<file path="src/rtl/exec_pkg.sv">
package exec_pkg;

        localparam int XLEN     = 32;
        localparam int NUM_REGS = 32;

        typedef logic [XLEN-1:0] data_t;
        typedef logic [4:0]      reg_idx_t;
        typedef logic [4:0]      shamt_t;

        typedef enum logic [3:0] {
                ALU_ADD,
                ALU_SUB,
                ALU_SLL,
                ALU_SLT,
                ALU_SLTU,
                ALU_XOR,
                ALU_SRL,
                ALU_SRA,
                ALU_OR,
                ALU_AND,
                ALU_PASS_B
        } alu_op_t;

        // Operation held in the issue register while the ALU works on it.
        typedef struct packed {
                logic     valid;
                logic     illegal;
                alu_op_t  alu_op;
                data_t    operand_a;
                data_t    operand_b;
                reg_idx_t rd;
                logic     write_en;
        } decoded_op_t;

        typedef struct packed {
                logic     valid;
                logic     illegal;
                reg_idx_t rd;
                data_t    data;
                logic     zero;
        } wb_t;

endpackage

</file>
<file path="src/rtl/rv32_isa_pkg.sv">
package rv32_isa_pkg;

        // Field types of a 32-bit RV32I instruction word.
        typedef logic [31:0] instr_t;
        typedef logic [6:0]  opcode_t;
        typedef logic [2:0]  funct3_t;
        typedef logic [6:0]  funct7_t;

        // Major opcodes handled by the execute unit.
        localparam opcode_t OPCODE_OP     = 7'b0110011;
        localparam opcode_t OPCODE_OP_IMM = 7'b0010011;
        localparam opcode_t OPCODE_LUI    = 7'b0110111;

        // The funct3 encodings are shared by the register and immediate forms.
        localparam funct3_t F3_ADD_SUB = 3'b000;
        localparam funct3_t F3_SLL     = 3'b001;
        localparam funct3_t F3_SLT     = 3'b010;
        localparam funct3_t F3_SLTU    = 3'b011;
        localparam funct3_t F3_XOR     = 3'b100;
        localparam funct3_t F3_SRL_SRA = 3'b101;
        localparam funct3_t F3_OR      = 3'b110;
        localparam funct3_t F3_AND     = 3'b111;

        // F7_ALT turns ADD into SUB and a logical right shift into an arithmetic one.
        localparam funct7_t F7_BASE = 7'b0000000;
        localparam funct7_t F7_ALT  = 7'b0100000;

endpackage
</file>
<file path="src/rtl/exec_unit_top.sv">
module exec_unit_top
        import rv32_isa_pkg::*;
        import exec_pkg::*;
(
        input  logic     clk,
        input  logic     reset,
        input  logic     instr_valid,
        input  instr_t   instr,
        output logic     wb_valid,
        output logic     wb_illegal,
        output reg_idx_t wb_rd,
        output data_t    wb_data,
        output logic     wb_zero
);

        decoded_op_t issue;
        wb_t         wb;
        reg_idx_t    rs1_idx;
        reg_idx_t    rs2_idx;
        data_t       rs1_data;
        data_t       rs2_data;
        data_t       result;
        logic        zero;
        logic        wr_en;
        reg_idx_t    wr_idx;
        data_t       wr_data;

        instr_decoder instr_decoder_inst (
                .clk         (clk),
                .reset       (reset),
                .instr_valid (instr_valid),
                .instr       (instr),
                .rs1_data    (rs1_data),
                .rs2_data    (rs2_data),
                .fwd_data    (result),
                .rs1_idx     (rs1_idx),
                .rs2_idx     (rs2_idx),
                .issue       (issue)
        );

        register_file register_file_inst (
                .clk      (clk),
                .reset    (reset),
                .rs1_idx  (rs1_idx),
                .rs2_idx  (rs2_idx),
                .wr_en    (wr_en),
                .wr_idx   (wr_idx),
                .wr_data  (wr_data),
                .rs1_data (rs1_data),
                .rs2_data (rs2_data)
        );

        alu alu_inst (
                .alu_op    (issue.alu_op),
                .operand_a (issue.operand_a),
                .operand_b (issue.operand_b),
                .result    (result),
                .zero      (zero)
        );

        writeback_stage writeback_stage_inst (
                .clk     (clk),
                .reset   (reset),
                .issue   (issue),
                .result  (result),
                .zero    (zero),
                .wr_en   (wr_en),
                .wr_idx  (wr_idx),
                .wr_data (wr_data),
                .wb      (wb)
        );

        assign wb_valid   = wb.valid;
        assign wb_illegal = wb.illegal;
        assign wb_rd      = wb.rd;
        assign wb_data    = wb.data;
        assign wb_zero    = wb.zero;

endmodule

</file>
<file path="src/rtl/writeback_stage.sv">
module writeback_stage
        import exec_pkg::*;
(
        input  logic        clk,
        input  logic        reset,
        input  decoded_op_t issue,
        input  data_t       result,
        input  logic        zero,
        output logic        wr_en,
        output reg_idx_t    wr_idx,
        output data_t       wr_data,
        output wb_t         wb
);

        // The register file takes the result at the same edge as the wb register.
        assign wr_en   = issue.valid && issue.write_en;
        assign wr_idx  = issue.rd;
        assign wr_data = result;

        always_ff @(posedge clk) begin
                wb.rd   <= issue.rd;
                wb.data <= result;
                wb.zero <= zero;
                if (reset) begin
                        wb.valid   <= 1'b0;
                        wb.illegal <= 1'b0;
                end else begin
                        wb.valid   <= issue.valid;
                        wb.illegal <= issue.valid && issue.illegal;
                end
        end

endmodule

</file>
<file path="src/rtl/instr_decoder.sv">
module instr_decoder
        import rv32_isa_pkg::*;
        import exec_pkg::*;
(
        input  logic        clk,
        input  logic        reset,
        input  logic        instr_valid,
        input  instr_t      instr,
        input  data_t       rs1_data,
        input  data_t       rs2_data,
        input  data_t       fwd_data,
        output reg_idx_t    rs1_idx,
        output reg_idx_t    rs2_idx,
        output decoded_op_t issue
);

        opcode_t  opcode;
        funct3_t  funct3;
        funct7_t  funct7;
        reg_idx_t rd;
        data_t    imm_i;
        data_t    imm_u;
        data_t    shamt_ext;
        data_t    rs1_val;
        data_t    rs2_val;
        data_t    operand_b;
        alu_op_t  alu_op;
        logic     illegal;
        logic     fwd_rs1;
        logic     fwd_rs2;

        assign opcode  = instr[6:0];
        assign rd      = instr[11:7];
        assign funct3  = instr[14:12];
        assign rs1_idx = instr[19:15];
        assign rs2_idx = instr[24:20];
        assign funct7  = instr[31:25];

        assign imm_i     = {{20{instr[31]}}, instr[31:20]};
        assign imm_u     = {instr[31:12], 12'h000};
        assign shamt_ext = {27'd0, shamt_t'(instr[24:20])};

        // The instruction in issue writes the register file only at the next edge,
        // so its result has to be taken straight from the ALU.
        assign fwd_rs1 = issue.valid && issue.write_en && (issue.rd == rs1_idx) && (rs1_idx != '0);
        assign fwd_rs2 = issue.valid && issue.write_en && (issue.rd == rs2_idx) && (rs2_idx != '0);
        assign rs1_val = fwd_rs1 ? fwd_data : rs1_data;
        assign rs2_val = fwd_rs2 ? fwd_data : rs2_data;

        always_comb begin
                alu_op    = ALU_ADD;
                illegal   = 1'b0;
                operand_b = rs2_val;
                case (opcode)
                        OPCODE_OP: begin
                                case (funct3)
                                        F3_ADD_SUB: alu_op = (funct7 == F7_ALT) ? ALU_SUB : ALU_ADD;
                                        F3_SLL:     alu_op = ALU_SLL;
                                        F3_SLT:     alu_op = ALU_SLT;
                                        F3_SLTU:    alu_op = ALU_SLTU;
                                        F3_XOR:     alu_op = ALU_XOR;
                                        F3_SRL_SRA: alu_op = (funct7 == F7_ALT) ? ALU_SRA : ALU_SRL;
                                        F3_OR:      alu_op = ALU_OR;
                                        F3_AND:     alu_op = ALU_AND;
                                endcase
                                // Only ADD/SUB and SRL/SRA accept the alternate funct7.
                                if (funct7 != F7_BASE) begin
                                        illegal = !((funct7 == F7_ALT) &&
                                                ((funct3 == F3_ADD_SUB) || (funct3 == F3_SRL_SRA)));
                                end
                        end
                        OPCODE_OP_IMM: begin
                                operand_b = imm_i;
                                case (funct3)
                                        F3_ADD_SUB: alu_op = ALU_ADD;
                                        F3_SLT:     alu_op = ALU_SLT;
                                        F3_SLTU:    alu_op = ALU_SLTU;
                                        F3_XOR:     alu_op = ALU_XOR;
                                        F3_OR:      alu_op = ALU_OR;
                                        F3_AND:     alu_op = ALU_AND;
                                        F3_SLL: begin
                                                alu_op    = ALU_SLL;
                                                operand_b = shamt_ext;
                                                illegal   = (funct7 != F7_BASE);
                                        end
                                        F3_SRL_SRA: begin
                                                alu_op    = (funct7 == F7_ALT) ? ALU_SRA : ALU_SRL;
                                                operand_b = shamt_ext;
                                                illegal   = (funct7 != F7_BASE) && (funct7 != F7_ALT);
                                        end
                                endcase
                        end
                        OPCODE_LUI: begin
                                alu_op    = ALU_PASS_B;
                                operand_b = imm_u;
                        end
                        default: illegal = 1'b1;
                endcase
        end

        always_ff @(posedge clk) begin
                issue.alu_op    <= alu_op;
                issue.operand_a <= rs1_val;
                issue.operand_b <= operand_b;
                issue.rd        <= rd;
                if (reset) begin
                        issue.valid    <= 1'b0;
                        issue.illegal  <= 1'b0;
                        issue.write_en <= 1'b0;
                end else begin
                        issue.valid    <= instr_valid;
                        issue.illegal  <= instr_valid && illegal;
                        issue.write_en <= instr_valid && !illegal && (rd != '0);
                end
        end

endmodule

</file>
<file path="src/rtl/alu.sv">
module alu
        import exec_pkg::*;
(
        input  alu_op_t alu_op,
        input  data_t   operand_a,
        input  data_t   operand_b,
        output data_t   result,
        output logic    zero
);

        shamt_t shamt;
        logic   slt_result;
        logic   sltu_result;

        // Shifts use only the low five bits of operand B.
        assign shamt = operand_b[4:0];

        assign slt_result  = $signed(operand_a) < $signed(operand_b);
        assign sltu_result = operand_a < operand_b;

        always_comb begin
                case (alu_op)
                        ALU_ADD:    result = operand_a + operand_b;
                        ALU_SUB:    result = operand_a - operand_b;
                        ALU_SLL:    result = operand_a << shamt;
                        ALU_SLT:    result = {31'd0, slt_result};
                        ALU_SLTU:   result = {31'd0, sltu_result};
                        ALU_XOR:    result = operand_a ^ operand_b;
                        ALU_SRL:    result = operand_a >> shamt;
                        ALU_SRA:    result = data_t'($signed(operand_a) >>> shamt);
                        ALU_OR:     result = operand_a | operand_b;
                        ALU_AND:    result = operand_a & operand_b;
                        ALU_PASS_B: result = operand_b;
                        default:    result = '0;
                endcase
        end

        assign zero = (result == '0);

endmodule

</file>
<file path="src/rtl/register_file.sv">
module register_file
        import exec_pkg::*;
(
        input  logic     clk,
        input  logic     reset,
        input  reg_idx_t rs1_idx,
        input  reg_idx_t rs2_idx,
        input  logic     wr_en,
        input  reg_idx_t wr_idx,
        input  data_t    wr_data,
        output data_t    rs1_data,
        output data_t    rs2_data
);

        // Register x0 has no storage and always reads as zero.
        data_t regs [1:NUM_REGS-1];

        always_ff @(posedge clk) begin
                if (reset) begin
                        for (int i = 1; i < NUM_REGS; i++) begin
                                regs[i] <= '0;
                        end
                end else if (wr_en && (wr_idx != '0)) begin
                        regs[wr_idx] <= wr_data;
                end
        end

        // Reads see the value before any write in the same cycle.
        assign rs1_data = (rs1_idx == '0) ? '0 : regs[rs1_idx];
        assign rs2_data = (rs2_idx == '0) ? '0 : regs[rs2_idx];

endmodule

</file>
<file path="config.mk">
export PLATFORM = sky130hd
export DESIGN_NAME = exec_unit_top
export DESIGN_NICKNAME = d
export VERILOG_FILES = /design/src/rtl/exec_pkg.sv /design/src/rtl/rv32_isa_pkg.sv /design/src/rtl/exec_unit_top.sv /design/src/rtl/writeback_stage.sv /design/src/rtl/instr_decoder.sv /design/src/rtl/alu.sv /design/src/rtl/register_file.sv
export SDC_FILE = /design/constraint.sdc
export NUM_CORES = 2
export LEC_CHECK = 0
export BUFFER_PORTS_ARGS = -buffer_cell sky130_fd_sc_hd__buf_2
export CORE_MARGIN = 2
export CORE_UTILIZATION = 45
export CTS_BUF_LIST = sky130_fd_sc_hd__clkbuf_4
export CTS_CLUSTER_DIAMETER = 50
export DETAILED_ROUTE_END_ITERATION = 8
export PLACE_DENSITY = 0.69
export SYNTH_ARGS = -nofsm -noshare
export SYNTH_HDL_FRONTEND = slang
export SYNTH_HIERARCHICAL = 1
export SYNTH_SLANG_ARGS = --single-unit
</file>
<file path="constraint.sdc">
create_clock -name clk -period 13.2 [get_ports clk]
set_input_delay 1.32 -clock clk [delete_from_list [all_inputs] [get_ports clk]]
set_output_delay 1.32 -clock clk [all_outputs]
set_load 0.01 [all_outputs]
</file>
==> results_dict.tcl <==
set metrics [dict create \
    synth_edf_count 1024 \
    routabilityCongestion 1.016 \
    num_rows 143 \
    port_buffers 74 \
    peakVddDrop_mv 0.07964 \
    p_leak_uw 0.02853 \
    synth.area.top_cells "edfxtp_1 45%, mux4_2 12%, and2_1 9.1%" \
    area_growth_pct 8.764 \
    die_w_um 395.3 \
    critPathKind "reg2reg" \
    final_common_cell "edfxtp_1" \
    drt_first_pass_iters 8 \
    cts-hold-fix-buffers 3 \
    postCtsSetupRepairBufs 0 \
    antenna_found_initial 15 \
    maxSlewHeadroom_pct 4.808 \
    cts_made_buffers 325 \
    drive_above_1_share_pct 23.41 \
    drv_slew 0 \
    start_util_pct 45.31 \
    grt_pass1_vias 51769 \
    switching_share_pct 34.80 \
    intPower_uw 6668 \
    synth_top_area_cell "edfxtp_1" \
    hpwl_um 168600 \
    worst-slew-pin-transition_ns 1.424 \
    combPwrFrac_pct 25.9 \
    m1WireLength_um 96700 \
    hold_depth 1 \
    p_clk_share_pct 31.7 \
    p_switching_uw 3559 \
    async_flop_share_pct 0 \
    wl_met3_um 35610 \
    yosysSeqAreaShare_pct 47.99 \
    core-area_um2 152100 \
    synth_top_flop_cell "edfxtp_1" \
    p_seq_share_pct 42.4 \
    die_height_um 395.3 \
    yosysWarningCount 6 \
    outcome "complete, but fails checks" \
    clock_latency_ns 1.31 \
    finalCriticalPeriod_ns 5.917 \
    syn_area_per_cell_um2 12.29 \
    worstPathRequired_ns 14.28 \
    cp_max_fo 35 \
    grt_usage_pct 33.18 \
    num-fill-cells 13371 \
    max-cap-violations 0 \
    power_per_cell_area_nw_per_um2 136.5 \
    netlist.area_leader.share_pct 44.62 \
    holdWs_ns 0.1550 \
    cts_root_buf "clkbuf_4" \
    tritoncts "built" \
    grt_pass1_wl_um 373000 \
    clkSlewWorstSetupHoldPaths_ns 0.06 \
    synthMuxAreaShare_pct 20.23 \
    synth_top_family_by_area "multiplexers" \
    cpPeakStageDelay_ns 0.97 \
    fin_crit_sh_pct 44.82 \
    synthSimpleGateAreaFrac_pct 14.70 \
    critPathBufInv 2 \
    cpMostUsedCell "a21oi_1" \
    met2_length_um 120000 \
    rsz0062_at_grt "false" \
    fin_cells 7921 \
    ys_types 107 \
    postRouteAntennaNets 0 \
    cts.repair.resized 0 \
    vias_per_cell 6.681 \
    place_inst 7349 \
    critPathTopFamily "compound AO/OA/AOI/OAI gates" \
    synth-adder-area-share_pct 1.874 \
    synthXorXnorAreaFrac_pct 0.2669 \
    tns_ns 0 \
    nNetsFinal 5786 \
    violations "design-rule violations" \
    netlist_instances 5609 \
    arrival_ns 7.00 \
    ios 75 \
    path_depth 13 \
    setup_violations 0 \
    wl_um 266100 \
    fmax_ghz 0.1690 \
    drt_iter0_drc 7067 \
    hold_class "in2reg" \
    clk_path_buf_depth 4 \
    htree_levels 5 \
    skew_ns 0.09462 \
    startpoint_type "flip-flop" \
    critPathCaptureType "flip-flop" \
    synth_compound_area_share_pct 10.16 \
    hold_violations 0 \
    route.vias.total 52921 \
    layout_common_cells "1024 x edfxtp_1, 1004 x and2_1, 489 x clkbuf_4, 427 x mux2i_1, 380 x mux4_2" \
    grt_max_degree 103 \
    crit_chain "buf_4 -> clkinv_1 -> ha_1 -> a21o_1 -> nor3_1 -> o2bb2ai_1 -> a21oi_1 -> a21oi_1 -> a21oi_1 -> a311oi_1 -> nand2_1 -> mux2i_1 -> o22ai_1" \
    r2r_cells 13 \
    drt_drc_violations_left 3 \
    maxUsedRoutingLayer "met5" \
    syn_area_um2 68910 \
    grt_overflow 0 \
    ys_seq_elements 1140 \
    clock-sinks 1140 \
    routedWlPerCell_um 33.59 \
    cpMaxStageDelayCell "nand2_1" \
    die_area_um2 156300 \
]
## flip-flops by register name, summed over array words and instances (netlist names)
name                      cells
instr_decoder_inst/issue     76
register_file_inst/regs    1024
writeback_stage_inst/wb      40
## cell type report
| type | instances | area (µm²) | share of cell area [%] |
|---|---|---|---|
| inverters | 107 | 401.6 | 0.5359 |
| multi-input cells | 3806 | 32980 | 44.00 |
| well taps | 2030 | 2540 | 3.389 |
| repair buffers | 269 | 1937 | 2.584 |
| clock buffers | 489 | 3671 | 4.898 |
| diodes | 14 | 35.03 | 0.04674 |
| flip-flops and latches | 1140 | 33080 | 44.13 |
| clock inverters | 66 | 306.5 | 0.4090 |
## Yosys cell counts (32+ instances only)
| master | n |
|---|---|
| a2111oi_1 | 32 |
| a211oi_1 | 65 |
| a21oi_1 | 191 |
| a22o_1 | 64 |
| a22oi_1 | 138 |
| and2_1 | 1006 |
| buf_2 | 98 |
| buf_4 | 76 |
| clkbuf_1 | 368 |
| dfxtp_1 | 116 |
| edfxtp_1 | 1024 |
| ha_1 | 100 |
| inv_1 | 103 |
| mux2_2 | 56 |
| mux2_4 | 32 |
| mux2i_1 | 427 |
| mux4_2 | 380 |
| nand2_1 | 165 |
| nand3_1 | 41 |
| nor2_1 | 180 |
| nor2b_1 | 79 |
| nor3_1 | 75 |
| nor4_1 | 42 |
| o21ai_0 | 130 |
| o22ai_1 | 99 |
| or2_2 | 42 |
## routing by layer
| metal | vias to the layer above | track usage [%] |
|---|---|---|
| met5 | - | 0 |
| met4 | 6 | 16.51 |
| met3 | 849 | 10.16 |
| met2 | 4133 | 51.04 |
| met1 | 26402 | 42.51 |
| li1 | 21531 | - |
## worst register-to-register path, stage by stage, from the launching register on
cell and delay [ns]:
dfxtp_1 0.32, buf_4 0.32, clkinv_1 0.54, ha_1 0.63
a21o_1 0.24, nor3_1 0.14, o2bb2ai_1 0.24, a21oi_1 0.27
a21oi_1 0.42, a21oi_1 0.28, a311oi_1 0.56, nand2_1 0.97
mux2i_1 0.64, o22ai_1 0.16
## final timing paths
| kind | from | end | slack (ns) |
|---|---|---|---|
| max | instr_decoder_inst/issue[10] | instr_decoder_inst/issue[30] | 7.28 |
| min | instr[11] | instr_decoder_inst/issue[5] | 0.15 |
| max reg2reg | instr_decoder_inst/issue[10] | instr_decoder_inst/issue[30] | 7.28 |
| min reg2reg | instr_decoder_inst/issue[74] | writeback_stage_inst/wb[38] | 0.48 |
## per-stage QoR
step	total power [µW]	area [µm²]	setup WS, ns	util (%)
floorplan	5952	69030	8.868	-
global placement	6919	70910	7.703	46.62
detailed placement	6939	70910	7.569	46.62
CTS	10160	74910	7.528	49.26
global route	10570	74930	7.201	49.27
finish	10230	74950	7.283	49.28
## power by group through the flow
| stage | registers (µW) | clock network (µW) | logic [µW] |
|---|---|---|---|
| final | 4340 | 3250 | 2650 |
| after global routing | 4350 | 3480 | 2740 |
| after CTS | 4320 | 3290 | 2550 |
| after detailed placement | 4400 | 0 | 2540 |
| after global placement | 4390 | 0 | 2530 |
| after floorplan | 4330 | 0 | 1620 |
## cells by family (layout without fill, tap and decap cells)
group / after synthesis / count (layout)
buffers and inverters: 694 / 931
DFF: 1140 / 1140
other: 1 / 46
AOI/OAI and AO/OA: 1001 / 1001
and+or+nand+nor: 1755 / 1755
xor gates and xnor gates: 21 / 21
adders and majority gates: 102 / 102
muxes: 895 / 895
Note: power is estimated with default switching activity, not from simulation.
